===== src/hw/zxuno_macros.svh =====
`ifndef ZXUNO_MACROS_SVH
`define ZXUNO_MACROS_SVH

// ---------------------
// cpu i/o ports of the register bank
`define ZXUNO_ADDR_PORT 16'hFC3B
`define ZXUNO_DATA_PORT 16'hFD3B

// ---------------------
// register numbers behind the address port
`define REG_SCANDBL    8'h0B
`define REG_RASTERLINE 8'h0C
`define REG_RASTERCTRL 8'h0D
`define REG_DEVOPTIONS 8'h0E
`define REG_SCRATCH    8'hFE
`define REG_COREID     8'hFF

// core identification, first character in the top byte
`define COREID_LEN    8
`define COREID_STRING "ZXURB-01"

// ---------------------
// values after reset
`define REGADDR_RESET    8'h00
`define CFG_RESET        8'h00
`define RASTERLINE_RESET 9'h000

`endif


===== src/hw/zxuno_pkg.sv =====
package zxuno_pkg;

  // --------------------
  // basic bus quantities

  // register number as latched from the address port
  typedef logic [7:0] reg_addr_t;

  // one byte on the cpu data bus
  typedef logic [7:0] cpu_byte_t;

  // raster line, 9 bits wide like the ula vertical counter
  typedef logic [8:0] raster_line_t;

  // --------------------
  // register payloads, msb first

  // scandoubler and turbo control
  typedef struct packed {
    logic [1:0] turbo_option;      // bits 7:6, cpu speed select
    logic       csync_option;      // bit 5
    logic [2:0] freq_option;       // bits 4:2, vertical frequency
    logic       scanlines_enable;  // bit 1
    logic       vga_enable;        // bit 0
  } scandbl_ctrl_t;

  // device enable options, one bit per device
  typedef struct packed {
    logic disable_spisd;     // bit 7
    logic enable_timexmmu;   // bit 6, the only active-high enable
    logic disable_romsel1f;  // bit 5
    logic disable_romsel7f;  // bit 4
    logic disable_1ffd;      // bit 3
    logic disable_7ffd;      // bit 2
    logic disable_turboay;   // bit 1
    logic disable_ay;        // bit 0
  } dev_options_t;

endpackage


===== src/hw/zxreg_if.sv =====
`timescale 1ns/100ps

// register bank bus from the port decoder to every register target
// strobes only, targets have no way to stall the cpu
interface zxreg_if;

  // latched register number
  zxuno_pkg::reg_addr_t addr;
  // byte captured from the cpu on a data port write
  zxuno_pkg::cpu_byte_t wdata;
  // data port read in progress, follows the cpu strobe
  logic regrd;
  // single pulse per data port write
  logic regwr;
  // single pulse per address port write
  logic regaddr_changed;

  modport decoder (
    output addr, wdata, regrd, regwr, regaddr_changed
  );

  modport target (
    input addr, wdata, regrd, regwr, regaddr_changed
  );

endinterface


===== src/hw/zxuno_regs.sv =====
`timescale 1ns/100ps
`include "zxuno_macros.svh"

module zxuno_regs (
  input  logic                 sysclk,
  input  logic                 rst_n,
  // cpu i/o cycle
  input  logic [15:0]          cpu_addr,
  input  logic                 iorq_n,
  input  logic                 rd_n,
  input  logic                 wr_n,
  input  zxuno_pkg::cpu_byte_t cpu_dout,
  // readback of the address port
  output zxuno_pkg::cpu_byte_t addr_dout,
  output logic                 addr_oe,
  // to the register targets
  zxreg_if.decoder             bus
);
  import zxuno_pkg::*;

  logic      addr_sel;
  logic      data_sel;
  logic      rd_cyc;
  logic      wr_cyc;
  logic      addr_wr;
  logic      data_wr;
  logic      addr_wr_q;
  logic      data_wr_q;
  logic      addr_wr_start;
  logic      data_wr_start;
  logic      regwr_q;
  logic      addr_chg_q;
  reg_addr_t reg_addr;
  cpu_byte_t wdata_q;

  // --------------------
  // port decode, full 16 bit match on both ports
  assign addr_sel = (cpu_addr == `ZXUNO_ADDR_PORT);
  assign data_sel = (cpu_addr == `ZXUNO_DATA_PORT);
  assign rd_cyc   = ~iorq_n & ~rd_n;
  assign wr_cyc   = ~iorq_n & ~wr_n;
  assign addr_wr  = addr_sel & wr_cyc;
  assign data_wr  = data_sel & wr_cyc;

  // leading edge only, a long strobe writes once
  assign addr_wr_start = addr_wr & ~addr_wr_q;
  assign data_wr_start = data_wr & ~data_wr_q;

  always_ff @(posedge sysclk or negedge rst_n) begin
    if (!rst_n) begin
      addr_wr_q  <= 1'b0;
      data_wr_q  <= 1'b0;
      regwr_q    <= 1'b0;
      addr_chg_q <= 1'b0;
      reg_addr   <= `REGADDR_RESET;
    end else begin
      addr_wr_q  <= addr_wr;
      data_wr_q  <= data_wr;
      // pulses land together with the captured data
      regwr_q    <= data_wr_start;
      addr_chg_q <= addr_wr_start;
      if (addr_wr_start) begin
        reg_addr <= cpu_dout;
      end
    end
  end

  // write byte held until the next data port write
  always_ff @(posedge sysclk) begin
    if (data_wr_start) begin
      wdata_q <= cpu_dout;
    end
  end

  // --------------------
  // outputs
  assign addr_dout           = reg_addr;
  assign addr_oe             = addr_sel & rd_cyc;
  assign bus.addr            = reg_addr;
  assign bus.wdata           = wdata_q;
  assign bus.regrd           = data_sel & rd_cyc;
  assign bus.regwr           = regwr_q;
  assign bus.regaddr_changed = addr_chg_q;

  // write pulse trails its strobe, a read must not start under it
  assert property (@(posedge sysclk) disable iff (!rst_n)
    !(bus.regrd && bus.regwr));

endmodule


===== src/hw/cfg_register.sv =====
`timescale 1ns/100ps
`include "zxuno_macros.svh"

module cfg_register #(
  parameter type                  payload_t = zxuno_pkg::cpu_byte_t,
  parameter zxuno_pkg::reg_addr_t REG_NUM   = 8'h00
) (
  input  logic                 sysclk,
  input  logic                 rst_n,
  // register bank bus
  zxreg_if.target              bus,
  // current contents, fields go straight out of the core
  output payload_t             value,
  // readback to the cpu mux
  output zxuno_pkg::cpu_byte_t dout,
  output logic                 oe
);
  import zxuno_pkg::*;

  logic hit;
  logic wr_hit;

  // payload has to fill the whole data byte
  if ($bits(payload_t) != 8) begin : g_width_check
    $error("cfg_register payload is not one byte wide");
  end

  // selected when the latched number is ours
  assign hit    = (bus.addr == REG_NUM);
  assign wr_hit = hit & bus.regwr;

  // --------------------
  // storage
  always_ff @(posedge sysclk or negedge rst_n) begin
    if (!rst_n) begin
      value <= payload_t'(`CFG_RESET);
    end else if (wr_hit) begin
      value <= payload_t'(bus.wdata);
    end
  end

  // --------------------
  // readback while the data port is read
  assign dout = cpu_byte_t'(value);
  assign oe   = hit & bus.regrd;

endmodule


===== src/hw/coreid_rom.sv =====
`timescale 1ns/100ps
`include "zxuno_macros.svh"

module coreid_rom (
  input  logic                 sysclk,
  input  logic                 rst_n,
  // register bank bus
  zxreg_if.target              bus,
  // one character per read
  output zxuno_pkg::cpu_byte_t dout,
  output logic                 oe
);
  import zxuno_pkg::*;

  // pointer counts up to the length, which means end of string
  localparam int PTR_W = $clog2(`COREID_LEN + 1);
  localparam logic [8*`COREID_LEN-1:0] ID_STR = `COREID_STRING;

  logic [PTR_W-1:0]         ptr;
  logic [8*`COREID_LEN-1:0] id_window;
  logic                     id_hit;
  logic                     id_rd;
  logic                     id_rd_q;
  logic                     rd_done;
  cpu_byte_t                id_char;

  assign id_hit = (bus.addr == `REG_COREID);
  assign id_rd  = id_hit & bus.regrd;

  // read strobe just ended
  assign rd_done = id_rd_q & ~id_rd;

  // --------------------
  // character select
  // shifting the string left moves char ptr to the top byte
  // past the end only zeros are left
  assign id_window = ID_STR << (8 * ptr);
  assign id_char   = id_window[8*`COREID_LEN-1 -: 8];

  // --------------------
  // pointer
  always_ff @(posedge sysclk or negedge rst_n) begin
    if (!rst_n) begin
      ptr     <= '0;
      id_rd_q <= 1'b0;
    end else begin
      id_rd_q <= id_rd;
      if (bus.regaddr_changed) begin
        // new selection starts over
        ptr <= '0;
      end else if (rd_done && ptr != PTR_W'(`COREID_LEN)) begin
        ptr <= ptr + 1'b1;
      end
    end
  end

  assign dout = id_char;
  assign oe   = id_rd;

endmodule


===== src/hw/rasterint_ctrl.sv =====
`timescale 1ns/100ps
`include "zxuno_macros.svh"

module rasterint_ctrl (
  input  logic                    sysclk,
  input  logic                    rst_n,
  // register bank bus
  zxreg_if.target                 bus,
  // current raster line from the video counters
  input  zxuno_pkg::raster_line_t vcnt,
  // readback to the cpu mux
  output zxuno_pkg::cpu_byte_t    dout,
  output logic                    oe,
  // interrupt request, active low
  output logic                    raster_int_n
);
  import zxuno_pkg::*;

  raster_line_t raster_line;
  logic         enable;
  logic         vretrace_disable;
  logic         in_progress;
  logic         line_hit;
  logic         ctrl_hit;
  logic         ctrl_wr;
  logic         ctrl_rd;
  logic         ctrl_rd_q;
  logic         match;
  logic         match_q;
  cpu_byte_t    ctrl_byte;

  assign line_hit = (bus.addr == `REG_RASTERLINE);
  assign ctrl_hit = (bus.addr == `REG_RASTERCTRL);
  assign ctrl_wr  = ctrl_hit & bus.regwr;
  assign ctrl_rd  = ctrl_hit & bus.regrd;

  // line compare, only counts while enabled
  assign match = enable & (vcnt == raster_line);

  // ctrl layout: 3 in progress, 2 vretrace off, 1 enable, 0 line msb
  assign ctrl_byte = {4'b0000, in_progress, vretrace_disable, enable, raster_line[8]};

  // --------------------
  // registers and interrupt flag
  always_ff @(posedge sysclk or negedge rst_n) begin
    if (!rst_n) begin
      raster_line      <= `RASTERLINE_RESET;
      enable           <= 1'b0;
      vretrace_disable <= 1'b0;
      in_progress      <= 1'b0;
      ctrl_rd_q        <= 1'b0;
      match_q          <= 1'b0;
    end else begin
      ctrl_rd_q <= ctrl_rd;
      match_q   <= match;
      if (line_hit && bus.regwr) begin
        raster_line[7:0] <= bus.wdata;
      end
      if (ctrl_wr) begin
        raster_line[8]   <= bus.wdata[0];
        enable           <= bus.wdata[1];
        vretrace_disable <= bus.wdata[2];
      end
      // ack by reading ctrl, or drop it when disabled
      if ((ctrl_rd_q && !ctrl_rd) || (ctrl_wr && !bus.wdata[1])) begin
        in_progress <= 1'b0;
      end else if (match && !match_q) begin
        // fire once on entering the line
        in_progress <= 1'b1;
      end
    end
  end

  // --------------------
  // outputs
  assign dout         = ctrl_hit ? ctrl_byte : raster_line[7:0];
  assign oe           = (line_hit | ctrl_hit) & bus.regrd;
  assign raster_int_n = ~in_progress;

  // no pending interrupt survives a disable
  assert property (@(posedge sysclk) disable iff (!rst_n)
    !raster_int_n |-> enable);

endmodule


===== src/hw/cpu_din_mux.sv =====
`timescale 1ns/100ps

module cpu_din_mux (
  // address port readback
  input  logic                 addr_oe,
  input  zxuno_pkg::cpu_byte_t addr_dout,
  // configuration registers
  input  logic                 scandbl_oe,
  input  zxuno_pkg::cpu_byte_t scandbl_dout,
  input  logic                 devopt_oe,
  input  zxuno_pkg::cpu_byte_t devopt_dout,
  input  logic                 scratch_oe,
  input  zxuno_pkg::cpu_byte_t scratch_dout,
  // raster interrupt and core id
  input  logic                 raster_oe,
  input  zxuno_pkg::cpu_byte_t raster_dout,
  input  logic                 coreid_oe,
  input  zxuno_pkg::cpu_byte_t coreid_dout,
  // to the cpu
  output zxuno_pkg::cpu_byte_t cpu_din,
  output logic                 cpu_oe
);
  import zxuno_pkg::*;

  // floating bus reads as all ones
  localparam cpu_byte_t IDLE_BYTE = 8'hFF;

  // first source with oe wins
  always_comb begin
    priority case (1'b1)
      addr_oe:    cpu_din = addr_dout;
      scandbl_oe: cpu_din = scandbl_dout;
      devopt_oe:  cpu_din = devopt_dout;
      scratch_oe: cpu_din = scratch_dout;
      raster_oe:  cpu_din = raster_dout;
      coreid_oe:  cpu_din = coreid_dout;
      default:    cpu_din = IDLE_BYTE;
    endcase
  end

  assign cpu_oe = addr_oe | scandbl_oe | devopt_oe | scratch_oe | raster_oe | coreid_oe;

  // register decode in the targets never overlaps
  always_comb begin
    assert final ($onehot0({addr_oe, scandbl_oe, devopt_oe, scratch_oe, raster_oe, coreid_oe}))
      else $error("cpu_din_mux: more than one oe active");
  end

endmodule


===== src/hw/zxuno_core.sv =====
`timescale 1ns/100ps
`include "zxuno_macros.svh"

module zxuno_core (
  input  logic                    sysclk,
  input  logic                    rst_n,
  // cpu bus
  input  logic [15:0]             cpu_addr,
  input  logic                    iorq_n,
  input  logic                    rd_n,
  input  logic                    wr_n,
  input  zxuno_pkg::cpu_byte_t    cpu_dout,
  output zxuno_pkg::cpu_byte_t    cpu_din,
  output logic                    cpu_oe,
  // video side
  input  zxuno_pkg::raster_line_t vcnt,
  output logic                    raster_int_n,
  // scandoubler control
  output logic                    vga_enable,
  output logic                    scanlines_enable,
  output logic [2:0]              freq_option,
  output logic [1:0]              turbo_option,
  output logic                    csync_option,
  // device enables
  output logic [7:0]              dev_options
);
  import zxuno_pkg::*;

  zxreg_if regbus ();

  scandbl_ctrl_t scandbl;
  dev_options_t  devopt;
  cpu_byte_t     addr_dout;
  cpu_byte_t     scandbl_dout;
  cpu_byte_t     devopt_dout;
  cpu_byte_t     scratch_dout;
  cpu_byte_t     raster_dout;
  cpu_byte_t     coreid_dout;
  logic          addr_oe;
  logic          scandbl_oe;
  logic          devopt_oe;
  logic          scratch_oe;
  logic          raster_oe;
  logic          coreid_oe;

  // --------------------
  // port decode
  zxuno_regs u_regs (
    .sysclk, .rst_n, .cpu_addr, .iorq_n, .rd_n, .wr_n, .cpu_dout,
    .addr_dout, .addr_oe, .bus(regbus.decoder)
  );

  // --------------------
  // register targets
  cfg_register #(.payload_t(scandbl_ctrl_t), .REG_NUM(`REG_SCANDBL)) u_scandbl (
    .sysclk, .rst_n, .bus(regbus.target),
    .value(scandbl), .dout(scandbl_dout), .oe(scandbl_oe)
  );

  cfg_register #(.payload_t(dev_options_t), .REG_NUM(`REG_DEVOPTIONS)) u_devopt (
    .sysclk, .rst_n, .bus(regbus.target),
    .value(devopt), .dout(devopt_dout), .oe(devopt_oe)
  );

  // scratch byte, only the cpu looks at it
  cfg_register #(.payload_t(cpu_byte_t), .REG_NUM(`REG_SCRATCH)) u_scratch (
    .sysclk, .rst_n, .bus(regbus.target),
    .value(), .dout(scratch_dout), .oe(scratch_oe)
  );

  coreid_rom u_coreid (
    .sysclk, .rst_n, .bus(regbus.target), .dout(coreid_dout), .oe(coreid_oe)
  );

  rasterint_ctrl u_rasterint (
    .sysclk, .rst_n, .bus(regbus.target), .vcnt,
    .dout(raster_dout), .oe(raster_oe), .raster_int_n
  );

  // --------------------
  // cpu read path
  cpu_din_mux u_din_mux (
    .addr_oe, .addr_dout, .scandbl_oe, .scandbl_dout, .devopt_oe, .devopt_dout,
    .scratch_oe, .scratch_dout, .raster_oe, .raster_dout, .coreid_oe, .coreid_dout,
    .cpu_din, .cpu_oe
  );

  // config fields out to the board
  assign vga_enable       = scandbl.vga_enable;
  assign scanlines_enable = scandbl.scanlines_enable;
  assign freq_option      = scandbl.freq_option;
  assign turbo_option     = scandbl.turbo_option;
  assign csync_option     = scandbl.csync_option;
  assign dev_options      = devopt;

endmodule


===== config.mk =====
export PLATFORM = sky130hd
export DESIGN_NAME = zxuno_core
export DESIGN_NICKNAME = d
export VERILOG_FILES = /design/src/hw/zxuno_pkg.sv /design/src/hw/zxreg_if.sv /design/src/hw/zxuno_regs.sv /design/src/hw/cfg_register.sv /design/src/hw/coreid_rom.sv /design/src/hw/rasterint_ctrl.sv /design/src/hw/cpu_din_mux.sv /design/src/hw/zxuno_core.sv
export VERILOG_INCLUDE_DIRS = /design/src /design/src/hw
export SDC_FILE = /design/constraint.sdc
export NUM_CORES = 1
export LEC_CHECK = 0
export BUFFER_PORTS_ARGS = -buffer_cell sky130_fd_sc_hd__buf_2
export CAP_MARGIN = 10
export CORE_MARGIN = 1
export CORE_UTILIZATION = 40
export DETAILED_ROUTE_END_ITERATION = 16
export PLACE_DENSITY = 0.61
export RECOVER_POWER = 50
export SYNTH_ARGS = -nofsm -noshare
export SYNTH_HDL_FRONTEND = slang
export SYNTH_SLANG_ARGS = --single-unit
export TNS_END_PERCENT = 20

===== constraint.sdc =====
create_clock -name sysclk -period 1.92 [get_ports sysclk]
set_input_delay 0.384 -clock sysclk [delete_from_list [all_inputs] [get_ports sysclk]]
set_output_delay 0.384 -clock sysclk [all_outputs]
set_load 0.05 [all_outputs]

After elaboration in Yosys (flattened, before gate mapping)

Cells that the tools add are included.

Flip-flop bits (word level): 63
Bits of input ports: 38
Logic and storage cells: 96

Add/sub/neg operators: 1
Eq/ne operators: 10
Shifts and indexed selects: 1
Mux-type cells: 11
Bitwise operators: 33
Reduce and logical (&&, ||, !) cells: 11

Operator list:

| kind                                                                | count |
|---|---|
| 63-bit by 7-bit << shifter with 64-bit output, first input constant | 1 |
| 8-bit two-way mux                                                   | 7 |
| 16-bit == test, second input constant                               | 2 |
| 8-bit by 4-bit == test with 1-bit output, second input constant     | 4 |
| 1-bit bitwise AND                                                   | 20 |
| 8-bit == test, second input constant                                | 2 |
| 9-bit == test                                                       | 1 |
| 4-bit two-way mux                                                   | 2 |
| 1-bit NOT                                                           | 7 |
| 1-bit OR                                                            | 6 |
| 1-bit logical AND                                                   | 5 |
| 4-bit by 1-bit adder with 4-bit output, second input constant       | 1 |
| 4-bit inequality test, second input constant                        | 1 |
| 2-bit nonzero test                                                  | 2 |
| 1-bit zero test                                                     | 3 |
| 1-bit two-way mux                                                   | 2 |
| 1-bit logical OR                                                    | 1 |

Depth between registers and ports, before layout

Word-level depth: 10
Gate-level depth with buffers: 9

Modules after synthesis

From an unflattened synthesis, not the netlist that was laid out.

Cells, all modules: 306
Area, all modules: 3,826.2 um^2

By module, submodules not included:

| module                       | times used | cells each | area an instance (um^2) | seq. area each (um^2) |
|---|---|---|---|---|
| zxuno_regs                   | 1          | 49         | 872.1                   | 540.5 |
| cfg_register at u_devopt ... | 2          | 28         | 411.6                   | 200.2 |
| rasterint_ctrl               | 1          | 59         | 797.0                   | 350.3 |
| cpu_din_mux                  | 1          | 63         | 519.2                   | 0.0 |
| coreid_rom                   | 1          | 49         | 420.4                   | 125.1 |
| cfg_register at u_scratch    | 1          | 30         | 394.1                   | 200.2 |

Worst setup path after synthesis

OpenSTA, ideal clock, no wires.

Kind: register to output
Start: register u_regs.reg_addr[5], in the netlist u_regs.addr_dout[5]
End: output port cpu_din[1]
Data arrival time: 2,527 ps
Required time: 1,536 ps
Slack: -991 ps
Stages on the path, launching flop included: 6
Path buffers: 1
Path through: dfrtp_1 or4_1 clkbuf_1 o21ai_0 a21oi_1 o21ai_0

Cells in the longest elaborated chain, start to end: 8

Ends and longest elaborated chain:

| what                                                                                       | line                                    | RTL |
|---|---|---|
| start, declared                                                                            | zxuno_regs.sv:33                        | `reg_addr_t reg_addr;` |
| start signal, assigned                                                                     | zxuno_regs.sv:55                        | `` reg_addr <= `REGADDR_RESET; `` |
| start signal, assigned                                                                     | zxuno_regs.sv:63                        | `reg_addr <= cpu_dout;` |
| 8-bit == test (no source line) or 8-bit by 4-bit == test with 1-bit output (tied branches) | n/a                                     |  |
| 1-bit bitwise AND or 1-bit OR (tied branches)                                              | coreid_rom.sv:28, rasterint_ctrl.sv:77  |  |
| 8-bit two-way mux or 1-bit bitwise AND (tied branches)                                     | cpu_din_mux.sv:30, rasterint_ctrl.sv:77 |  |
| 8-bit two-way mux (3 in a row)                                                             | cpu_din_mux.sv:30                       | `priority case (1'b1)` |
| 8-bit two-way mux (*) (2 in a row)                                                         | cpu_din_mux.sv:30                       |  |
| end, declared                                                                              | zxuno_core.sv:13                        | `output zxuno_pkg::cpu_byte_t cpu_din,` |

Mark *: on every way between the ends. The rest lies on a longest branch, timed or not.

Final worst setup path

Start: register u_regs.reg_addr[4], in the netlist u_regs.addr_dout[4]
End: output port cpu_din[3]

Same word-level chain as after synthesis.

==> insert_results.sql <==
INSERT INTO impl_metrics (metric_group, metric, value, unit) VALUES
('status', 'failed_checks', 'setup timing', ''),
('power_and_ir_drop', 'power-per-cell-area', '536', 'mW/mm^2'),
('sta', 'drv_slew', '0', ''),
('placed_design', 'routability_congestion_estimate', '0.887', ''),
('logic_synthesis', 'postSynth.asyncResetShare', '0.873', ''),
('clock_network', 'cts_tree', 'done', ''),
('logic_synthesis', 'synth.top_cell.area_share', '0.421', ''),
('min_path', 'min_path_type', 'in2reg', ''),
('detailed_routing', 'first_pass_iters', '4', ''),
('grt', 'gr-usage-all-layers', '0.229', ''),
('sta', 'final_period_minus_worst_setup_slack', '2.64', 'ns'),
('worst_setup_path', 'arrival', '2.25', 'ns'),
('logic_synthesis', 'synth_top_cells_by_area', 'dfrtp_1 42%, mux2_2 12%, edfxtp_1 7.3%, o21ai_0 3.1%, a21oi_1 2.8%', ''),
('placed_design', 'dp_worst_setup_slack', '-0.437', 'ns'),
('grt', 'wire_length_of_the_first_global_routing_pass', '14700', 'um'),
('final_layout', 'layout_cells_sized_above_1', '0.498', ''),
('flow_run', 'timing.max_cap.violations', '0', ''),
('final_layout', 'final_non_filler_cells', '522', ''),
('floorplanning', 'die_area', '0.00855', 'mm^2'),
('sta', 'hold_viol_final', '0', ''),
('grt', 'grt_remaining_overflow', '0', ''),
('grt', 'grt_start_max_net_pins', '26', ''),
('detailed_routing', 'routed_via_density', '5.33', ''),
('grt', 'grt_antenna_before_repair', '0', ''),
('clock_network', 'h-tree-depth', '3', ''),
('clock_network', 'tritoncts_num_sinks', '63', ''),
('final_layout', 'antenna_cells_inserted', '0', ''),
('sta', 'tightest_slew', '1.29', 'ns'),
('logic_synthesis', 'number_of_instances_in_the_synthesized_netlist', '294', ''),
('clock_network', 'cts_made_buffers', '9', ''),
('clock_network', 'clk_path_buf_depth', '2', ''),
('placed_design', 'placement.io_buffers', '63', ''),
('sta', 'worst_slack', '-0.716', 'ns'),
('logic_synthesis', 'synth-warning-count', '0', ''),
('floorplanning', 'overall_die_width', '92.4', 'um'),
('worst_setup_path', 'critPathTopFamily', 'compound AO/OA/AOI/OAI gates', ''),
('clock_network', 'cts.reportedPaths.clkPinSlew', '0.07', 'ns'),
('sta', 'final-setup-viol-count', '21', ''),
('sta', 'setup_total_negative_slack', '-5.97', 'ns'),
('clock_network', 'cts_root_buf', 'clkbuf_8', ''),
('logic_synthesis', 'ys_types', '53', ''),
('status', 'outcome', 'finished with violations', ''),
('detailed_routing', 'drtAntennaViolNets', '0', ''),
('logic_synthesis', 'synth_seq_cells', '63', ''),
('sta', 'fmax', '379', 'MHz'),
('detailed_routing', 'detail_route.wl_per_cell', '17.3', 'um'),
('worst_setup_path', 'critical_path.max_stage_delay', '0.60', 'ns'),
('final_layout', 'finish.utilization', '0.584', ''),
('sta', 'grt_setup_unrepaired', 'yes', ''),
('logic_synthesis', 'synth_top_cell_by_area', 'dfrtp_1', ''),
('worst_setup_path', 'worst-endpoint-required', '1.54', 'ns'),
('sta', 'clock_skew', '0.00751', 'ns'),
('floorplanning', 'initial_utilization', '0.419', ''),
('clock_network', 'clk_latency_worst_skew_pair', '0.34', 'ns'),
('detailed_routing', 'drc', '0', ''),
('detailed_routing', 'routed_wl', '9020', 'um'),
('power_and_ir_drop', 'vdd.ir_drop.worst', '398', 'uV'),
('grt', 'grt_pass1_vias', '2867', ''),
('logic_synthesis', 'synth_enable_flop_cells', '8', ''),
('worst_setup_path', 'worstSetupStartpointType', 'flop', ''),
('floorplanning', 'die_h', '92.4', 'um'),
('power_and_ir_drop', 'leakagePower', '2.16', 'nW'),
('clock_network', 'cts.repair_timing.setup_buffer_count', '0', ''),
('sta', 'min_period_over_period', '1.37', ''),
('clock_network', 'cts_hold_repair.buffers', '0', ''),
('floorplanning', 'cell_rows', '32', ''),
('detailed_routing', 'dr.first_iter.drc_count', '178', ''),
('worst_setup_path', 'crit_path_max_fanout', '7', ''),
('placed_design', 'place_inst', '507', ''),
('logic_synthesis', 'seq_area_frac_synth', '0.494', ''),
('logic_synthesis', 'syn-num-nets', '336', '');
state kept, by name, indices dropped and copies added, names as in the netlist, 4 cells and up:
name,flops
u_rasterint.raster_line,9
u_regs.bus.wdata,8
u_scratch.dout,8
u_coreid.ptr,4
u_scandbl.dout,8
u_regs.addr_dout,8
u_devopt.dout,8
Yosys cell counts, types with 2 or more instances:
cell type,instances
mux2_1,5
nand2_2,2
and2_1,2
nand3_2,2
clkbuf_1,7
dfrtp_1,55
o21ai_0,20
mux2_2,35
o2111ai_1,3
ha_1,4
a221oi_1,2
a21oi_1,18
nand3_1,4
a22o_1,2
o211ai_1,2
a22oi_1,6
or2_2,3
nand4_1,6
nand4b_1,2
nor2b_1,4
nand4bb_1,2
o22ai_1,7
buf_2,3
and3_1,2
edfxtp_1,8
and4_1,2
nor2_1,16
nand2b_1,3
nand2_1,21
xor2_1,4
nor3_1,6
inv_1,8
xnor2_1,8
per-stage QoR:
stage / cell area (um^2) / hold slack, ns
floorplan: 3430 / 0.0884
global placement: 4280 / 0.415
detailed placement: 4280 / 0.421
CTS: 4560 / 0.0490
global route: 4560 / 0.213
finish: 4560 / 0.230
layout by cell type (no fill, tap or decap), types with 3 or more instances in the layout:
cell type	instances
clkbuf_8	10
o21ai_1	3
a21oi_2	4
xnor2_1	8
nand2_2	4
a22oi_1	6
xor2_1	4
o21ai_0	13
or2_2	3
nor2_1	15
mux2_4	4
nand4_1	6
buf_2	48
nand2_1	18
nor2b_1	4
ha_1	4
a21oi_1	14
inv_1	8
buf_6	11
mux2_2	32
nand2b_1	3
nor3_1	4
clkbuf_1	8
nand3_2	3
edfxtp_1	8
dfrtp_1	53
mux2_1	4
nor2_4	3
buf_4	54
o22ai_1	7
power by group:
part	internal [W]	total, W	switching (W)
Clock	0.000489	0.000978	0.000489
Sequential	0.00135	0.00135	0.0000000542
Combinational	0.0000493	0.000117	0.0000672
timing repair:
action                     CTS  global route
pin swaps                   10             4
gates cloned                 0             0
resized for setup           37             7
setup endpoints to repair   21            27
kinds of logic (layout without fill, tap and decap cells):
kind of cell,Yosys count,count (layout),share of synthesized area
buffers and inverters,20,146,0.0264
muxes,41,41,0.141
AOI/OAI and AO/OA,65,65,0.122
xor gates and xnor gates,12,12,0.0321
adders and majority gates,4,4,0.0153
and+or+nand+nor,89,89,0.169
DFF,63,63,0.494
worst paths after layout:
path / slack [ns] / startpoint / endpoint / cells past startpoint
setup / recovery: -0.72 / u_regs.addr_dout[4]$_DFFE_PN0P_ / cpu_din[3] / 6
hold / removal: 0.23 / cpu_dout[0] / u_regs.bus.wdata[0]$_DFFE_PP_ / 1
setup reg to reg: -0.07 / u_regs.addr_dout[6]$_DFFE_PN0P_ / u_rasterint.raster_line[4]$_DFFE_PN0P_ / 9
hold reg to reg: 0.47 / u_rasterint.ctrl_rd_q$_DFF_PN0_ / u_rasterint.in_progress$_DFFE_PN0P_ / 1
max in group asynchronous: 0.35 / rst_n / u_rasterint.enable$_DFFE_PN0P_ / 2
min in group asynchronous: 0.31 / rst_n / u_regs.addr_dout[4]$_DFFE_PN0P_ / 1
cell type report:
class                      count  area, um^2
timing repair buffer         123         841
tap                          102         128
multi-input combinational    211        1780
clock buffer                  11         141
inverter                       8        30.0
clock inverter                 4        22.5
fill                         694        3250
sequential                    63        1620
worst register-to-register path: stages, from the launching register on:
cell	delay, ns
dfrtp_1	0.41
buf_6	0.13
nor4_4	0.21
buf_6	0.16
nand2b_4	0.09
buf_6	0.13
nor2_4	0.11
nand2_4	0.09
nor2_8	0.19
mux2_2	0.36
per-layer routing:
layer	track usage	wire, um
met3	0.0427	301
met5	0	0
met1	0.301	4120
met2	0.365	4380
met4	0.104	227
Note: power is estimated with default switching activity, not from simulation.
